<file path="config.mk">
export PLATFORM = sky130hd
export DESIGN_NAME = usb_tx_top
export DESIGN_NICKNAME = d
export VERILOG_FILES = /design/src/usb_tx_pkg.sv /design/src/usb_tx_fifo_if.sv /design/src/usb_fs_tx.sv /design/src/usb_tx_apb_regs.sv /design/src/usb_tx_fifo.sv /design/src/usb_tx_top.sv
export SDC_FILE = /design/constraint.sdc
export NUM_CORES = 1
export LEC_CHECK = 0
export ABC_AREA = 1
export BUFFER_PORTS_ARGS = -buffer_cell sky130_fd_sc_hd__buf_2
export CAP_MARGIN = 5
export CORE_MARGIN = 2
export CORE_UTILIZATION = 30
export CTS_CLUSTER_SIZE = 25
export DETAILED_ROUTE_END_ITERATION = 7
export SLEW_MARGIN = 30
export SYNTH_ARGS = -nofsm -noshare
export SYNTH_HDL_FRONTEND = slang
export SYNTH_SLANG_ARGS = --single-unit
</file>
<file path="constraint.sdc">
create_clock -name clk_i -period 6.9 [get_ports clk_i]
set_clock_uncertainty 0.05 [all_clocks]
set_input_delay 1.38 -clock clk_i [delete_from_list [all_inputs] [get_ports clk_i]]
set_output_delay 1.38 -clock clk_i [all_outputs]
set_load 0.1 [all_outputs]
</file>
<file path="src/usb_tx_pkg.sv">
/*
 * USB full-speed transmitter package
 * Register offsets, PID codes, CRC16 constants and line states
 */
package usb_tx_pkg;

  //////////////////////////////
  // APB register map
  //////////////////////////////
  localparam logic [7:0] AddrCtrl   = 8'h00;
  localparam logic [7:0] AddrData   = 8'h04;
  localparam logic [7:0] AddrCfg    = 8'h08;
  localparam logic [7:0] AddrStatus = 8'h0C;

  // Default build parameters
  localparam int FifoDepthDefault = 16;
  localparam int ClkPerBitDefault = 4;

  // CRC16 over the data payload
  localparam logic [15:0] Crc16Init = 16'hFFFF;
  localparam logic [15:0] Crc16Poly = 16'h8005;

  //////////////////////////////
  // Packet identifiers
  //////////////////////////////
  // Data PIDs end in 2'b11
  localparam logic [3:0] PidData0 = 4'b0011;
  localparam logic [3:0] PidData1 = 4'b1011;
  localparam logic [3:0] PidAck   = 4'b0010;
  localparam logic [3:0] PidNak   = 4'b1010;

  // Line states as {D+, D-} before pin flip
  localparam logic [1:0] LineJ   = 2'b10;
  localparam logic [1:0] LineK   = 2'b01;
  localparam logic [1:0] LineSe0 = 2'b00;

endpackage

</file>
<file path="src/usb_tx_fifo_if.sv">
/*
 * Byte FIFO interface
 * Push side for the register block, pop side for the transmitter
 */
interface usb_tx_fifo_if #(
  parameter int Depth = usb_tx_pkg::FifoDepthDefault
);

  localparam int CntW = $clog2(Depth) + 1;

  // Push side
  logic [7:0]      push_data;
  logic            push_en;
  logic            full;
  logic [CntW-1:0] count;

  // Pop side, pop_data is the head entry
  logic [7:0]      pop_data;
  logic            pop_en;
  logic            empty;

  modport writer    (output push_en, push_data, input full, count);
  modport buffer_wr (input push_en, push_data, output full, count);
  modport buffer_rd (input pop_en, output pop_data, empty);
  modport reader    (output pop_en, input pop_data, empty);

endinterface

</file>
<file path="src/usb_fs_tx.sv">
/*
 * USB full-speed packet serializer
 * SYNC, PID, payload and CRC16 with bit stuffing, NRZI coding and EOP
 */
module usb_fs_tx #(
  parameter int ClkPerBit = usb_tx_pkg::ClkPerBitDefault
) (
  input  logic          clk_i,
  input  logic          rst_ni,
  input  logic          pkt_start_i,
  input  logic [3:0]    pid_i,
  input  logic          pinflip_i,
  usb_tx_fifo_if.reader fifo_rd,
  output logic          busy_o,
  output logic          pkt_end_o,
  output logic          usb_dp_o,
  output logic          usb_dn_o,
  output logic          usb_oe_o
);
  import usb_tx_pkg::*;

  localparam int StrobeW = $clog2(ClkPerBit);

  typedef enum logic [2:0] {Idle, Sync, Pid, DataOrCrc, CrcHigh, Eop} pkt_state_e;
  typedef enum logic [1:0] {OutIdle, OutWait, OutSend} out_state_e;

  logic [StrobeW-1:0] strobe_cnt_q;
  logic               bit_strobe;
  pkt_state_e         state_q, state_d;
  out_state_e         out_q, out_d;
  logic [3:0]         pid_q;
  logic               is_data_pid;
  logic [7:0]         data_sr_q, data_sr_d;
  logic [7:0]         oe_sr_q, oe_sr_d;
  logic [7:0]         se0_sr_q, se0_sr_d;
  logic [4:0]         hist_q, hist_d;
  logic [2:0]         bit_cnt_q, bit_cnt_d;
  logic               byte_strobe_q, byte_strobe_d;
  logic               payload_q, payload_d;
  logic               stuffed_q;
  logic [15:0]        crc_q, crc_d, crc_rev;
  logic               tx_bit, tx_oe, tx_se0, stuff;
  logic               nrzi_en;
  logic               oe_q, oe_d, nrzi_q, nrzi_d, se0_q, se0_d;
  logic [2:0]         eop_q, eop_d;
  logic [1:0]         line_raw, line_d;

  // One bit strobe every ClkPerBit cycles
  assign bit_strobe = (strobe_cnt_q == StrobeW'(ClkPerBit - 1));

  always_ff @(posedge clk_i or negedge rst_ni) begin
    if (!rst_ni) begin
      strobe_cnt_q <= '0;
    end else begin
      strobe_cnt_q <= bit_strobe ? '0 : strobe_cnt_q + 1'b1;
    end
  end

  always_ff @(posedge clk_i) begin
    if (pkt_start_i) pid_q <= pid_i;
  end

  // Data PIDs share the low bits 11
  assign is_data_pid = (pid_q[1:0] == PidData0[1:0]);

  assign tx_bit  = data_sr_q[0];
  assign tx_oe   = oe_sr_q[0];
  assign tx_se0  = se0_sr_q[0];
  // Sixth one in a row is on the line, a zero follows
  assign stuff   = tx_bit && (&hist_q);
  assign crc_rev = {<<{crc_q}};

  //////////////////////////////
  // Packet FSM
  //////////////////////////////
  always_comb begin
    state_d        = state_q;
    data_sr_d      = data_sr_q;
    oe_sr_d        = oe_sr_q;
    se0_sr_d       = se0_sr_q;
    payload_d      = payload_q;
    hist_d         = hist_q;
    bit_cnt_d      = bit_cnt_q;
    fifo_rd.pop_en = 1'b0;

    unique case (state_q)
      Idle: begin
        if (pkt_start_i) state_d = Sync;
      end
      Sync: begin
        if (byte_strobe_q) begin
          state_d   = Pid;
          data_sr_d = 8'h80;
          oe_sr_d   = 8'hFF;
          se0_sr_d  = 8'h00;
        end
      end
      Pid: begin
        if (byte_strobe_q) begin
          state_d   = is_data_pid ? DataOrCrc : Eop;
          data_sr_d = {~pid_q, pid_q};
          oe_sr_d   = 8'hFF;
          se0_sr_d  = 8'h00;
        end
      end
      DataOrCrc: begin
        if (byte_strobe_q) begin
          oe_sr_d  = 8'hFF;
          se0_sr_d = 8'h00;
          if (!fifo_rd.empty) begin
            payload_d      = 1'b1;
            data_sr_d      = fifo_rd.pop_data;
            fifo_rd.pop_en = 1'b1;
          end else begin
            // FIFO ran dry so the payload ends here
            state_d   = CrcHigh;
            payload_d = 1'b0;
            data_sr_d = ~crc_rev[7:0];
          end
        end
      end
      CrcHigh: begin
        if (byte_strobe_q) begin
          state_d   = Eop;
          data_sr_d = ~crc_rev[15:8];
          oe_sr_d   = 8'hFF;
          se0_sr_d  = 8'h00;
        end
      end
      Eop: begin
        if (byte_strobe_q) begin
          state_d  = Idle;
          oe_sr_d  = 8'h07;
          se0_sr_d = 8'h07;
        end
      end
      default: state_d = Idle;
    endcase

    // Counter starts at 7 so SYNC loads after two bit times
    if (pkt_start_i) begin
      bit_cnt_d = 3'd7;
      hist_d    = '0;
    end else if (bit_strobe) begin
      hist_d = {tx_bit, hist_q[4:1]};
      if (stuff) begin
        data_sr_d[0] = 1'b0;
      end else begin
        bit_cnt_d = bit_cnt_q + 3'd1;
        data_sr_d = data_sr_q >> 1;
        oe_sr_d   = oe_sr_q >> 1;
        se0_sr_d  = se0_sr_q >> 1;
      end
    end
  end

  assign byte_strobe_d = bit_strobe && !stuff && !pkt_start_i && (bit_cnt_q == 3'd0);

  // CRC skips the inserted zero
  always_comb begin
    crc_d = crc_q;
    if (pkt_start_i) begin
      crc_d = Crc16Init;
    end else if (bit_strobe && payload_q && !stuffed_q) begin
      crc_d = {crc_q[14:0], 1'b0} ^ ((tx_bit ^ crc_q[15]) ? Crc16Poly : 16'h0000);
    end
  end

  always_ff @(posedge clk_i or negedge rst_ni) begin
    if (!rst_ni) begin
      state_q       <= Idle;
      data_sr_q     <= '0;
      oe_sr_q       <= '0;
      se0_sr_q      <= '0;
      hist_q        <= '0;
      bit_cnt_q     <= '0;
      byte_strobe_q <= 1'b0;
      payload_q     <= 1'b0;
      stuffed_q     <= 1'b0;
      crc_q         <= '0;
    end else begin
      state_q       <= state_d;
      data_sr_q     <= data_sr_d;
      oe_sr_q       <= oe_sr_d;
      se0_sr_q      <= se0_sr_d;
      hist_q        <= hist_d;
      bit_cnt_q     <= bit_cnt_d;
      byte_strobe_q <= byte_strobe_d;
      payload_q     <= payload_d;
      crc_q         <= crc_d;
      if (pkt_start_i) begin
        stuffed_q <= 1'b0;
      end else if (bit_strobe) begin
        stuffed_q <= stuff;
      end
    end
  end

  //////////////////////////////
  // NRZI and line output
  //////////////////////////////
  always_comb begin
    out_d   = out_q;
    nrzi_en = 1'b0;
    unique case (out_q)
      OutIdle: if (pkt_start_i) out_d = OutWait;
      OutWait: if (byte_strobe_q) out_d = OutSend;
      OutSend: begin
        nrzi_en = 1'b1;
        if (bit_strobe && !tx_oe) out_d = OutIdle;
      end
      default: out_d = OutIdle;
    endcase
  end

  always_comb begin
    oe_d   = oe_q;
    nrzi_d = nrzi_q;
    se0_d  = se0_q;
    eop_d  = eop_q;
    if (pkt_start_i) begin
      // Line idles at J, so the first SYNC bit gives K
      nrzi_d = 1'b1;
      eop_d  = 3'b100;
    end else if (bit_strobe && nrzi_en) begin
      oe_d = tx_oe;
      if (tx_se0) begin
        // Two SE0 bits then J
        eop_d = eop_q >> 1;
        if (eop_q[0]) begin
          nrzi_d = 1'b1;
          se0_d  = 1'b0;
        end else begin
          se0_d = 1'b1;
        end
      end else if (!tx_bit) begin
        nrzi_d = ~nrzi_q;
      end
      if (!tx_oe) nrzi_d = 1'b1;
    end
  end

  assign line_raw = se0_d ? LineSe0 : (nrzi_d ? LineJ : LineK);
  assign line_d   = pinflip_i ? {line_raw[0], line_raw[1]} : line_raw;

  always_ff @(posedge clk_i or negedge rst_ni) begin
    if (!rst_ni) begin
      out_q                <= OutIdle;
      oe_q                 <= 1'b0;
      nrzi_q               <= 1'b1;
      se0_q                <= 1'b0;
      eop_q                <= '0;
      {usb_dp_o, usb_dn_o} <= LineJ;
    end else begin
      out_q                <= out_d;
      oe_q                 <= oe_d;
      nrzi_q               <= nrzi_d;
      se0_q                <= se0_d;
      eop_q                <= eop_d;
      {usb_dp_o, usb_dn_o} <= line_d;
    end
  end

  assign usb_oe_o  = oe_q;
  // Strobe of the closing J bit
  assign pkt_end_o = bit_strobe && (se0_sr_q[1:0] == 2'b01);
  assign busy_o    = (state_q != Idle) || (out_q != OutIdle);

endmodule

</file>
<file path="src/usb_tx_apb_regs.sv">
/*
 * APB register block for the USB transmitter
 * Holds PID and pin flip, pushes payload bytes and starts packets
 */
module usb_tx_apb_regs #(
  parameter int FifoDepth = usb_tx_pkg::FifoDepthDefault
) (
  input  logic                 clk_i,
  input  logic                 rst_ni,
  input  logic [7:0]           paddr_i,
  input  logic                 psel_i,
  input  logic                 penable_i,
  input  logic                 pwrite_i,
  input  logic [31:0]          pwdata_i,
  output logic [31:0]          prdata_o,
  output logic                 pready_o,
  output logic                 pslverr_o,
  usb_tx_fifo_if.writer        fifo_wr,
  input  logic                 busy_i,
  input  logic                 pkt_end_i,
  output logic                 pkt_start_o,
  output logic [3:0]           pid_o,
  output logic                 pinflip_o
);
  import usb_tx_pkg::*;

  localparam int CntW = $clog2(FifoDepth) + 1;

  logic        access, wr, mapped;
  logic        ctrl_wr, data_wr, cfg_wr, status_rd;
  logic        start_req, busy_any;
  logic        start_q, done_q, pinflip_q;
  logic [3:0]  pid_q;
  logic [31:0] status_word;

  // No wait states, every transfer ends in its access phase
  assign pready_o = 1'b1;
  assign access   = psel_i && penable_i;
  assign wr       = access && pwrite_i;

  assign mapped    = paddr_i inside {AddrCtrl, AddrData, AddrCfg, AddrStatus};
  assign ctrl_wr   = wr && (paddr_i == AddrCtrl);
  assign data_wr   = wr && (paddr_i == AddrData);
  assign cfg_wr    = wr && (paddr_i == AddrCfg);
  assign status_rd = access && !pwrite_i && (paddr_i == AddrStatus);

  // A start pulse already in flight counts as busy
  assign busy_any  = busy_i || start_q;
  assign start_req = ctrl_wr && pwdata_i[8];

  assign pslverr_o = access && (!mapped || (data_wr && fifo_wr.full) ||
                                (start_req && busy_any));

  // Payload bytes go straight into the FIFO at the end of the access phase
  assign fifo_wr.push_en   = data_wr && !fifo_wr.full;
  assign fifo_wr.push_data = pwdata_i[7:0];

  always_comb begin
    status_word                = '0;
    status_word[0]             = busy_any;
    status_word[1]             = done_q;
    status_word[2]             = fifo_wr.full;
    status_word[8 +: CntW]     = fifo_wr.count;
  end

  always_comb begin
    unique case (paddr_i)
      AddrCtrl:   prdata_o = {28'b0, pid_q};
      AddrCfg:    prdata_o = {31'b0, pinflip_q};
      AddrStatus: prdata_o = status_word;
      default:    prdata_o = '0;
    endcase
  end

  always_ff @(posedge clk_i or negedge rst_ni) begin
    if (!rst_ni) begin
      start_q   <= 1'b0;
      done_q    <= 1'b0;
      pinflip_q <= 1'b0;
      pid_q     <= '0;
    end else begin
      start_q <= start_req && !busy_any;
      if (ctrl_wr && !(start_req && busy_any)) begin
        pid_q <= pwdata_i[3:0];
      end
      if (cfg_wr) begin
        pinflip_q <= pwdata_i[0];
      end
      // Sticky done, a new packet end wins over the clearing read
      if (pkt_end_i) begin
        done_q <= 1'b1;
      end else if (status_rd) begin
        done_q <= 1'b0;
      end
    end
  end

  assign pkt_start_o = start_q;
  assign pid_o       = pid_q;
  assign pinflip_o   = pinflip_q;

endmodule

</file>
<file path="src/usb_tx_fifo.sv">
/*
 * Synchronous byte FIFO
 * Circular buffer with a head entry visible without delay
 */
module usb_tx_fifo #(
  parameter int Depth = usb_tx_pkg::FifoDepthDefault
) (
  input  logic              clk_i,
  input  logic              rst_ni,
  usb_tx_fifo_if.buffer_wr  fifo_wr,
  usb_tx_fifo_if.buffer_rd  fifo_rd
);

  localparam int AddrW = $clog2(Depth);
  localparam int CntW  = AddrW + 1;

  logic [7:0]       mem_q [Depth];
  logic [AddrW-1:0] wr_ptr_q, rd_ptr_q;
  logic [CntW-1:0]  count_q;
  logic             push, pop;

  function automatic logic [AddrW-1:0] ptr_next(input logic [AddrW-1:0] ptr);
    return (ptr == AddrW'(Depth - 1)) ? '0 : ptr + 1'b1;
  endfunction

  assign push = fifo_wr.push_en && !fifo_wr.full;
  assign pop  = fifo_rd.pop_en && !fifo_rd.empty;

  assign fifo_wr.full     = (count_q == CntW'(Depth));
  assign fifo_wr.count    = count_q;
  assign fifo_rd.empty    = (count_q == '0);
  assign fifo_rd.pop_data = mem_q[rd_ptr_q];

  always_ff @(posedge clk_i) begin
    if (push) begin
      mem_q[wr_ptr_q] <= fifo_wr.push_data;
    end
  end

  always_ff @(posedge clk_i or negedge rst_ni) begin
    if (!rst_ni) begin
      wr_ptr_q <= '0;
      rd_ptr_q <= '0;
      count_q  <= '0;
    end else begin
      if (push) wr_ptr_q <= ptr_next(wr_ptr_q);
      if (pop)  rd_ptr_q <= ptr_next(rd_ptr_q);
      // Simultaneous push and pop leave the count unchanged
      if (push && !pop) begin
        count_q <= count_q + 1'b1;
      end else if (pop && !push) begin
        count_q <= count_q - 1'b1;
      end
    end
  end

endmodule

</file>
<file path="src/usb_tx_top.sv">
/*
 * USB full-speed transmitter top level
 * APB register block, byte FIFO and line serializer
 */
module usb_tx_top #(
  parameter int FifoDepth = usb_tx_pkg::FifoDepthDefault,
  parameter int ClkPerBit = usb_tx_pkg::ClkPerBitDefault
) (
  input  logic        clk_i,
  input  logic        rst_ni,
  input  logic [7:0]  paddr_i,
  input  logic        psel_i,
  input  logic        penable_i,
  input  logic        pwrite_i,
  input  logic [31:0] pwdata_i,
  output logic [31:0] prdata_o,
  output logic        pready_o,
  output logic        pslverr_o,
  output logic        usb_dp_o,
  output logic        usb_dn_o,
  output logic        usb_oe_o
);

  logic       pkt_start, pkt_end, busy, pinflip;
  logic [3:0] pid;

  usb_tx_fifo_if #(.Depth(FifoDepth)) fifo_if ();

  usb_tx_apb_regs #(.FifoDepth(FifoDepth)) u_regs (
    .clk_i, .rst_ni,
    .paddr_i, .psel_i, .penable_i, .pwrite_i, .pwdata_i,
    .prdata_o, .pready_o, .pslverr_o,
    .fifo_wr     (fifo_if.writer),
    .busy_i      (busy),
    .pkt_end_i   (pkt_end),
    .pkt_start_o (pkt_start),
    .pid_o       (pid),
    .pinflip_o   (pinflip)
  );

  usb_tx_fifo #(.Depth(FifoDepth)) u_fifo (
    .clk_i, .rst_ni,
    .fifo_wr (fifo_if.buffer_wr),
    .fifo_rd (fifo_if.buffer_rd)
  );

  usb_fs_tx #(.ClkPerBit(ClkPerBit)) u_tx (
    .clk_i, .rst_ni,
    .pkt_start_i (pkt_start),
    .pid_i       (pid),
    .pinflip_i   (pinflip),
    .fifo_rd     (fifo_if.reader),
    .busy_o      (busy),
    .pkt_end_o   (pkt_end),
    .usb_dp_o, .usb_dn_o, .usb_oe_o
  );

endmodule

</file>
# Yosys cells after proc, flatten, opt, wreduce, memory -nomap -nowiden
# Memory sizes are Yosys's and may differ from the RTL's.
# Index checks and enable logic that the tools add are counted.
# classes
addsub	6
n_mul	0
div	0
n_lt_le_gt_ge	0
n_eq_ne	27
shift	0
muxes	75
bitwise	7
reduce_logical	65
# ops
op	n
$mux 8	17
$mux 16	3
$mux 3	14
$pmux 13 s3	1
$pmux 8 s2	2
$pmux 8 s4	1
$logic_and 1x1->1	27
$mux 1	21
$mux 5	4
$pmux 3 s6	1
$eq 8x4->1 const B	2
$ne 2x1->1 const B	8
$not 8->8	2
$xor 16x16->16	1
$mux 2	7
$reduce_bool 2->1	7
$logic_not 1->1	12
$add 4x1->4 const B	2
$eq 4x4->1 const B	2
$eq 8x3->1 const B	1
$logic_not 8->1	1
$mux 4	2
$reduce_and 2->1	4
$mux 7	1
other kinds (25)	37
# word_totals
regBits	90
latch_bits	0
ram_bits	128
romBits	0
in_bits	45
out_inout_bits	37
n_memories	1
# memory_table
name	words	width	read_ports	rd_clocked_by_memory_dff	write_ports	line	source
u_fifo.mem_q	16	8	1	0	1	usb_tx_fifo.sv:17	logic [7:0] mem_q [Depth];

# Logic depth before layout (Yosys ltp)
# Gate-level depths: netlist of the first run.
# logic_depth
ltp_word	9
ltp_mapped	16
mapped_depth_nobuf	16

# Cells and area by module
# Synthesis of the first run repeated with hierarchy kept, for this count alone.
# unflattened
hier_cells	1201
hier_area_um2	10765.3
# by_module_without_submodules
module	instances	cells_per_inst	area_each_um2	seq_area_each_um2
usb_tx_fifo	1	673	6459.9	4169.0
usb_fs_tx	1	418	3448.3	1774.2
usb_tx_apb_regs	1	110	857.1	175.2

# Least setup slack after synthesis of the first run
# OpenSTA, ideal clock, no wires.
# synth_path
kind	input to output
startpoint	input paddr_i[7]
endpoint	output prdata_o[2]
t_arrival_ps	4042
setup_slack_ps	1428
cell_stages	5
path_cell_list	nor2_1 -> nand2_1 -> nor2_2 -> nand3_1 -> o21ai_0
# synth_between
elab_chain_len	2
# synth_lines
element	line	source
start: declaration	usb_tx_top.sv:11	input logic [7:0] paddr_i,
$eq 8x4->1 / $logic_not 8->1 (equally long branches)	usb_tx_apb_regs.sv:67	unique case (paddr_i)
$pmux 13 s3 *	usb_tx_apb_regs.sv:67	
end: declaration	usb_tx_top.sv:16	output logic [31:0] prdata_o,
# Mark *: on every way between the ends. The rest lies on a longest branch, timed or not.

# Worst setup path in the final report of the first run
# layout_path
startpoint	input paddr_i[7]
endpoint	output prdata_o[1]
# The elaborated chain is that of the path after synthesis.

==> flow_summary.toml, run 1 <==
[clock_tree]
cts_resized = 0
cts_tree = "yes"
root_buffer = "clkbuf_16"
cts_sinks = 218
clockBufferDepth = 3
post_cts_buffers = 0
cts.htree.levels = 1
worstSkewPairLatency_ps = 490
numCtsBuffers = 21
clk_transition_reported_paths_ps = 60
cts_hold_buf = 0

[global_route]
grt_max_degree = 69
grt_pass1_wl_um = 34490
grt.total_usage = 0.1255
grt_pass1_vias = 6425
gr-total-overflow = 0
antenna_found_initial = 0

[worst_setup_path]
worstPathCellList = "buf_2 > nor2_1 > nand2_1 > nor2_2 > nand3_1 > o21ai_0 > buf_2"
slowest_delay_ps = 510
start_kind = "input pin"
endpoint_kind = "output port"
critical_path.top_delay_family = "buffers and inverters"
cpMostUsedCell = "buf_2"
critPathBufInv = 2
path_class = "input pin to output port"
slowest_stage = "buf_2"
cp.arrival_ps = 2990
crit_fanout = 9
required_ps = 5470

[power]
leakagePower_nw = 4.661
vdd_drop_max_mv = 0.3127
powerDensity_nw_per_um2 = 304.2

[hold_path]
hold_path.class = "register to register"

[logic_synthesis]
postSynthCellCount = 1005
synth_area_um2 = 9932
synthArstFlopShare = 0.3945
yosysSeqAreaShare = 0.6160
yosysTopAreaCell = "edfxtp_1"
netlist.area_leader.share = 0.3991
yosys_warnings = 0
yosysUniqueCellTypes = 52
synth.avg_cell_area_um2 = 9.883
ys.flop_type = "edfxtp_1"
synth.top_cells.by_area = "edfxtp_1, dfrtp_1, nand2_1"
synth_edf_count = 132
ys_ff_latch = 218

[drt]
drtIter0Drc = 577
post_drt_wl_per_cell_um = 14.49
drcViolationCount = 0
antenna_left = 0
routed_wl_um = 21550
vias_per_cell = 4.617
dr.pass1.iters = 5
vias = 6866

[cells_and_area]
layout_commonest_cell = "nand2_1"
most-common-layout-cells = "nand2_1, nor2_1, edfxtp_1"
diodes = 0
final_area_um2 = 11170
fillCellCount = 3279
drive_above_1_share = 0.1072
fin_nets = 1089
syn_to_final_growth_pct = 12.50

[sta]
rsz0062_at_grt = "false"
timing.slew.headroom = 0.4225
max_slew.worst_pin.slew_ps = 863.1
final-hold-violation-count = 0
maxSlewViolCount = 0
fmax_mhz = 226.0
setup_viol = 0
fin_tns_setup_ps = 0
fin_crit_ps = 4425
fin_crit_sh = 0.6413

[die]
design.die.area_um2 = 34580
pin_count = 82
fp.dieH_um = 186.0
die_width_um = 186.0
start_util = 0.3053
core_area_um2 = 32540
row_count = 66

[run_status]
status = "finished, final reports clean"

[place]
gp_congestion = 0.8471
port_buffers = 34
hpwlAfterDp_um = 13850
postPlaceCellArea_um2 = 10410

[job]
maxCapViolations = 0
power by group:
group	switching [mW]	leakage, nW	internal (mW)
Sequential	0.0630	2.27	1.48
Clock	0.472	0.375	0.766
Combinational	0.440	2.02	0.180
path summary, 6_finish.rpt:
kind                                                start                             endpoint  slack, ps  cells past startpoint
max                                            paddr_i[7]                          prdata_o[1]       2480                      7
min                        u_tx.strobe_cnt_q[0]$_DFF_PN0_       u_tx.strobe_cnt_q[0]$_DFF_PN0_        390                      1
max reg2reg                  u_tx.byte_strobe_q$_DFF_PN0_  u_fifo.fifo_wr.count[4]$_DFFE_PN0P_       3640                     12
min reg2reg                u_tx.strobe_cnt_q[0]$_DFF_PN0_       u_tx.strobe_cnt_q[0]$_DFF_PN0_        390                      1
max in group asynchronous                          rst_ni       u_fifo.wr_ptr_q[2]$_DFFE_PN0P_       4980                      2
min in group asynchronous                          rst_ni           u_tx.se0_sr_q[5]$_DFF_PN0_        790                      1
cell type report:
type	count	area, um2	area share
Clock inverter	8	111.4	0.009966
Inverter	116	439.2	0.03931
Multi-Input combinational cell	637	3107	0.2781
Tap cell	442	553.0	0.04950
Sequential cell	218	6120	0.5477
Clock buffer	29	648.1	0.05801
Timing Repair Buffer	37	195.2	0.01747
metrics by stage:
step                  util  cells  setup WS (ps)  power [mW]  hold slack (ps)
CTS                 0.3433   1487           2483       3.421            386.5
global route        0.3434   1487           2343       3.562            404.9
global placement    0.3200   1450           2451       2.172            363.0
finish              0.3434   1487           2475       3.399            387.0
detailed placement  0.3200   1450           2484       2.183            378.3
floorplan                -   1027           1428       2.047            353.1
cell usage after synthesis, types with 2 or more instances:
| cell | n |
|---|---|
| o21ai_0 | 66 |
| clkinv_1 | 2 |
| nand3_1 | 68 |
| buf_1 | 2 |
| conb_1 | 2 |
| nand2_1 | 176 |
| o21ai_1 | 10 |
| a21oi_2 | 2 |
| buf_6 | 2 |
| dfrtp_1 | 84 |
| a21oi_1 | 35 |
| o221ai_1 | 3 |
| edfxtp_1 | 132 |
| dfstp_2 | 2 |
| buf_4 | 29 |
| nor2_4 | 2 |
| xnor2_1 | 2 |
| a22oi_1 | 13 |
| nor2_2 | 5 |
| a31oi_1 | 3 |
| ha_1 | 12 |
| nor4_1 | 2 |
| clkbuf_1 | 8 |
| nor3_1 | 6 |
| xor2_1 | 4 |
| o22ai_1 | 20 |
| nor2_1 | 150 |
| inv_1 | 97 |
| nand2_2 | 5 |
| nand4_1 | 3 |
| buf_2 | 15 |
| o211ai_1 | 9 |
| inv_2 | 15 |
worst register-to-register path, delay by kind of cell, from the launching register on:
family                   cells  cell delay (ps)
XOR/XNOR                     1              130
buffers and inverters        2              680
flip-flops                   1              760
AO/OA/AOI/OAI                2              370
AND/OR/NAND/NOR              5              610
adder cells (fa/ha/maj)      2              560
layer usage:
metal,GRT usage,part of all wire,vias to the layer above
met3,0.01213,0.046,37
met1,0.1744,0.46,3253
met5,0,0,-
met4,0.03402,0.024,0
met2,0.2094,0.47,202
li1,-,-,3374
cells by family after synthesis:
group	after synthesis	share of synthesized area
adder cells (fa/ha/maj)	13	0.01713
AO/OA/AOI/OAI	169	0.09826
flip-flops	218	0.6160
multiplexers	1	0.001008
other	2	0.0007561
XOR/XNOR	6	0.005291
AND/OR/NAND/NOR	424	0.1818
buffers and inverters	172	0.07974
state kept, by name, indices dropped and copies added, names as in the netlist, 2 cells and up:
| register | count |
|---|---|
| u_fifo.mem_q | 128 |
| u_tx.crc_q | 16 |
| u_tx.data_sr_q | 8 |
| u_tx.oe_sr_q | 8 |
| u_tx.se0_sr_q | 8 |
| u_fifo.fifo_wr.count | 5 |
| u_tx.hist_q | 5 |
| u_fifo.rd_ptr_q | 4 |
| u_fifo.wr_ptr_q | 4 |
| u_regs.pid_o | 4 |
| u_tx.pid_q | 4 |
| u_tx.bit_cnt_q | 3 |
| u_tx.eop_q | 3 |
| u_tx.state_q | 3 |
| u_tx.out_q | 2 |
| u_tx.strobe_cnt_q | 2 |
(Power assumes the default switching activity.)
==> inputs of run 2 (changes only) <==
==> constraint.sdc (replaced) <==
create_clock -name clk_i -period 4 [get_ports clk_i]
set_clock_uncertainty 0.05 [all_clocks]
set_input_delay 0.8 -clock clk_i [delete_from_list [all_inputs] [get_ports clk_i]]
set_output_delay 0.8 -clock clk_i [all_outputs]
set_load 0.1 [all_outputs]
==> run 2 against run 1 <==
Non-clock buffer count increased by 2. Global-route usage is 0.47 points higher. Cell area is 0.95% lower. Core utilization is 0.33 points lower. Combinational power grew 69%. Flip-flop and latch count did not move. Critical path depth fell by 2. Sequential power grew 74%. Clock power increased by 50%. Cell count is 0.20% higher. Count of clock-buffer cells in the layout is 1 higher.
==> flow_summary.toml, run 2 (synthesis gave the netlist of run 1 again) <==
[worst_setup_path]
critPathCapture = "prdata_o[0]"
cp.arrival_ps = 2570
start_kind = "register"
endpoint_kind = "output port"
slowest_delay_ps = 650
r2r-start = "u_fifo.fifo_wr.count[0]$_DFFE_PN0P_"
crit_fanout = 12
timing.rr.end = "u_fifo.fifo_wr.count[4]$_DFFE_PN0P_"
path_class = "register to output port"
slowest_stage = "dfrtp_1"
worstPathCellList = "clkinv_1 > nand2_1 > nor2_1 > o211ai_1 > buf_2"
rr_worst_depth = 13
required_ps = 3150
startpoint = "u_regs.pkt_start_o$_DFF_PN0_"
ff2ff_setup_slack_ps = 1040

[cells_and_area]
top_regs = "u_fifo.mem_q x128, u_tx.crc_q x16"
post-route-util = 0.3401
drive_above_1_share = 0.1050
final_area_um2 = 11070
fillCellCount = 3343
layout_commonest_cell = "nand2_1"
seq_area_um2 = 6120
most-common-layout-cells = "nand2_1, nor2_1, edfxtp_1"
multi_input_area_um2 = 3107
diodes = 0
largest_reg_flops = 128
syn_to_final_growth_pct = 11.43
fin_nets = 1091
top_register = "u_fifo.mem_q"

[sta]
maxSlewViolCount = 0
setup_slack_ps = 576.9
fmax_mhz = 292.1
max_slew.worst_pin.slew_ps = 875.0
fin_crit_ps = 3423
setup_viol = 0
fin_tns_setup_ps = 0
final-hold-violation-count = 0
fin_crit_sh = 0.8558
rsz0062_at_grt = "false"
timing.slew.headroom = 0.4145

[power]
vdd_drop_max_mv = 0.2679
powerDensity_nw_per_um2 = 505.5
leakagePower_nw = 4.605

[hold_path]
hold_path.class = "input pin to asynchronous set/reset pin"

[die]
pin_count = 82
row_count = 66
fp.dieH_um = 186.0
die_width_um = 186.0
start_util = 0.3053
design.die.area_um2 = 34580
core_area_um2 = 32540

[clock_tree]
cts.htree.levels = 1
cts_resized = 0
cts_hold_buf = 0
worstSkewPairLatency_ps = 510
clk_transition_reported_paths_ps = 60
cts_tree = "yes"
clockBufferDepth = 3
numCtsBuffers = 21
root_buffer = "clkbuf_16"
cts_sinks = 218
post_cts_buffers = 0

[place]
dp_slack_ps = 739.8
postPlaceCellArea_um2 = 10430
port_buffers = 34
hpwlAfterDp_um = 14230
gp_congestion = 0.8380

[global_route]
grt_pass1_wl_um = 35640
grt.total_usage = 0.1301
gr-total-overflow = 0
grt_pass1_vias = 6614
grt_max_degree = 65
antenna_found_initial = 0

[drt]
post_drt_wl_per_cell_um = 14.77
wl_met2_um = 10610
vias_per_cell = 4.623
dr.pass1.iters = 5
met3_length_um = 1042
top_layer = "met4"
drcViolationCount = 0
drtIter0Drc = 560
antenna_left = 0
routed_wl_um = 22000
m1WireLength_um = 9943
vias = 6888

[job]
maxCapViolations = 0

[run_status]
status = "finished, final reports clean"
## run 2: worst min-delay path by stage
| stage | cells past startpoint | startpoint | endpoint | slack [ps] |
|---|---|---|---|---|
| floorplan | 1 | u_tx.strobe_cnt_q[0]$_DFF_PN0_ | u_tx.strobe_cnt_q[0]$_DFF_PN0_ | 350 |
| global placement | 1 | u_tx.strobe_cnt_q[0]$_DFF_PN0_ | u_tx.strobe_cnt_q[0]$_DFF_PN0_ | 360 |
| detailed placement | 1 | u_tx.strobe_cnt_q[0]$_DFF_PN0_ | u_tx.strobe_cnt_q[0]$_DFF_PN0_ | 370 |
| CTS | 1 | rst_ni | u_fifo.rd_ptr_q[2]$_DFFE_PN0P_ | 370 |
| global route | 1 | u_tx.strobe_cnt_q[0]$_DFF_PN0_ | u_tx.strobe_cnt_q[0]$_DFF_PN0_ | 390 |
| finish | 1 | rst_ni | u_tx.se0_sr_q[6]$_DFF_PN0_ | 340 |
## run 2: power breakdown
group	switching (mW)	total, mW	internal (mW)
Sequential	0.134	2.68	2.55
Combinational	0.740	1.05	0.311
Clock	0.827	1.86	1.03
Total	1.70	5.59	3.89
## run 2: area by class of cell
| type | instances | share of cell area |
|---|---|---|
| clock inverter | 8 | 0.004296 |
| timing repair buffer | 39 | 0.01899 |
| tap | 442 | 0.04997 |
| sequential | 218 | 0.5530 |
| inverter | 116 | 0.03968 |
| multi-input combinational | 637 | 0.2807 |
| clock buffer | 30 | 0.05336 |
## run 2: metrics by stage
stage	hold slack [ps]	std cells	total power [mW]
after floorplan	353.1	1027	3.531
after global placement	362.8	1452	3.743
after detailed placement	370.3	1452	3.764
after CTS	374.1	1490	5.621
after global routing	392.7	1490	5.875
final	342.6	1490	5.594
## run 2: critical path, delay by kind of cell, from the launching register on
family | cells | cell delay (ps)
AOI/OAI and AO/OA | 1 | 280
buffers and inverters | 2 | 900
DFF | 1 | 650
and+or+nand+nor | 2 | 230
## run 2: routing by layer
layer	vias to the layer above	track usage
met4	0	0.03496
met5	-	0
met3	24	0.01252
met2	200	0.2226
met1	3294	0.1764
li1	3370	-
==> inputs of run 3 (changes only) <==
--- a/config.mk
+++ b/config.mk
@@ -12,6 +12,7 @@
 export CORE_UTILIZATION = 30
 export CTS_CLUSTER_SIZE = 25
 export DETAILED_ROUTE_END_ITERATION = 7
+export SKIP_LAST_GASP = 1
 export SLEW_MARGIN = 30
 export SYNTH_ARGS = -nofsm -noshare
 export SYNTH_HDL_FRONTEND = slang
==> constraint.sdc (replaced) <==
create_clock -name clk_i -period 3.1 [get_ports clk_i]
set_clock_uncertainty 0.05 [all_clocks]
set_input_delay 0.62 -clock clk_i [delete_from_list [all_inputs] [get_ports clk_i]]
set_output_delay 0.62 -clock clk_i [all_outputs]
set_load 0.1 [all_outputs]
==> run 3 against run 2 <==
Global-route usage shrank 0.44 points. Cell area increased by 2.4%. Via count increased by 0.99%. Sequential share of layout area fell by 1.3 points. Combinational power grew 30%. Largest power group unchanged. Critical path depth increased by 2. Critical endpoint unchanged. Flip-flop and latch count unchanged. Worst hold slack got worse by 310 ps. Core utilization increased by 0.80 points. Non-clock buffer count up 22. Largest cell class unchanged.
==> flow_summary.toml, run 3 (synthesis gave the netlist of run 1 again) <==
[global_route]
antenna_found_initial = 0
grt_max_degree = 65
grt_pass1_vias = 6652
grt_pass1_wl_um = 34430
grt.total_usage = 0.1257
gr-total-overflow = 0

[drt]
drtIter0Drc = 432
drcViolationCount = 0
post_drt_wl_per_cell_um = 14.25
top_layer = "met4"
vias = 6956
m1WireLength_um = 9731
routed_wl_um = 21520
met3_length_um = 1136
antenna_left = 0
vias_per_cell = 4.607
dr.pass1.iters = 5
wl_met2_um = 9972

[cells_and_area]
top_regs = "u_fifo.mem_q x128, u_tx.crc_q x16"
most-common-layout-cells = "nand2_1, nor2_1, edfxtp_1"
fin_nets = 1112
largest_reg_flops = 128
drive_above_1_share = 0.1330
top_register = "u_fifo.mem_q"
layout_commonest_cell = "nand2_1"
final_area_um2 = 11330
diodes = 0
fin_cells = 1510
syn_to_final_growth_pct = 14.05

[worst_setup_path]
slowest_delay_ps = 430
cpMostUsedCell = "nor2_2"
cp.arrival_ps = 2180
endpoint_kind = "output port"
worstPathCellList = "nor2_2 > inv_2 > nor2_2 > nand2_1 > nor2_1 > o211ai_1 > buf_2"
critPathBufInv = 2
critical_path.top_delay_family = "simple AND/OR/NAND/NOR gates"
crit_fanout = 6
path_class = "register to output port"
start_kind = "register"
required_ps = 2430
slowest_stage = "dfrtp_1"

[power]
vdd_drop_max_mv = 0.4966
netSwitchingFraction = 0.2974
intPower_mw = 5.134
clock_power_share = 0.342
powerDensity_nw_per_um2 = 645.2
leakagePower_nw = 4.755
netSwitchingPower_mw = 2.174
combPwrFrac = 0.186
pwr-share-seq = 0.472

[job]
maxCapViolations = 0

[place]
hpwlAfterDp_um = 14080
postPlaceCellArea_um2 = 10660
dp_cells = 1474
port_buffers = 34
gp_congestion = 0.8287

[clock_tree]
root_buffer = "clkbuf_16"
clk_transition_reported_paths_ps = 70
cts_hold_buf = 0
cts_resized = 0
numCtsBuffers = 20
cts_sinks = 218
clockBufferDepth = 3
cts_tree = "yes"
worstSkewPairLatency_ps = 510
post_cts_buffers = 0
cts.htree.levels = 1

[sta]
whs_ps = 31.20
max_slew.worst_pin.slew_ps = 652.5
maxSlewViolCount = 0
rsz0062_at_grt = "false"
fin_crit_ps = 2851
setup_viol = 0
fmax_mhz = 350.8
fin_crit_sh = 0.9195
final-hold-violation-count = 0
timing.slew.headroom = 0.5650

[die]
pin_count = 82
row_count = 66
design.die.area_um2 = 34580
core_area_um2 = 32540
start_util = 0.3053
fp.dieH_um = 186.0
die_width_um = 186.0

[hold_path]
hold_path.class = "input pin to asynchronous set/reset pin"

[run_status]
status = "finished, final reports clean"
run 3: cell count changes in the layout (fill, tap and decap cells not counted), sizes merged:
cell / change
clkinv: +5
clkbuf: -9
buf: +22
inv: -1
bufinv: +3
run 3: worst paths after layout:
path / start / slack, ps / end / depth (start not counted)
max: u_tx.state_q[1]$_DFFE_PN0P_ / 250 / prdata_o[0] / 7
min: rst_ni / 30 / u_tx.se0_sr_q[7]$_DFF_PN0_ / 1
max reg2reg: u_tx.state_q[2]$_DFFE_PN0P_ / 470 / u_fifo.fifo_wr.count[4]$_DFFE_PN0P_ / 13
min reg2reg: u_tx.strobe_cnt_q[0]$_DFF_PN0_ / 380 / u_tx.strobe_cnt_q[0]$_DFF_PN0_ / 1
max in group asynchronous: rst_ni / 2280 / u_tx.nrzi_q$_DFF_PN1_ / 2
min in group clk_i: pwdata_i[8] / 340 / u_regs.pkt_start_o$_DFF_PN0_ / 3
run 3: layer usage:
metal / vias to the layer above / GRT usage
met4: 0 / 0.04819
met3: 39 / 0.01252
met5: - / 0
met1: 3300 / 0.1701
li1: 3416 / -
met2: 201 / 0.2083
run 3: stage by stage:
step                      TNS (ps)  power [mW]  setup slack (ps)    util
after floorplan             -109.0       4.558            -109.0       -
after global placement           0       4.838             242.5  0.3276
after detailed placement         0       4.855             237.2  0.3276
after CTS                        0       7.363             249.5  0.3481
after global routing             0       7.678             131.5  0.3481
final                            0       7.308             249.5  0.3481
run 3: final cells by class:
type | count | area (um2)
flip-flops and latches | 218 | 6120
inverters | 116 | 439.2
well taps | 442 | 553.0
clock buffers | 21 | 504.2
fillers | 3232 | 21210
clock inverters | 15 | 162.7
multi-input cells | 637 | 3146
repair buffers | 61 | 402.9
run 3: power by group through the flow:
stage                     Sequential, mW  Combinational, mW  Clock (mW)
after floorplan                     3.44               1.12           0
after global placement              3.50               1.33           0
after detailed placement            3.50               1.35           0
after CTS                           3.45               1.36        2.55
after global routing                3.47               1.54        2.66
final                               3.45               1.36        2.50
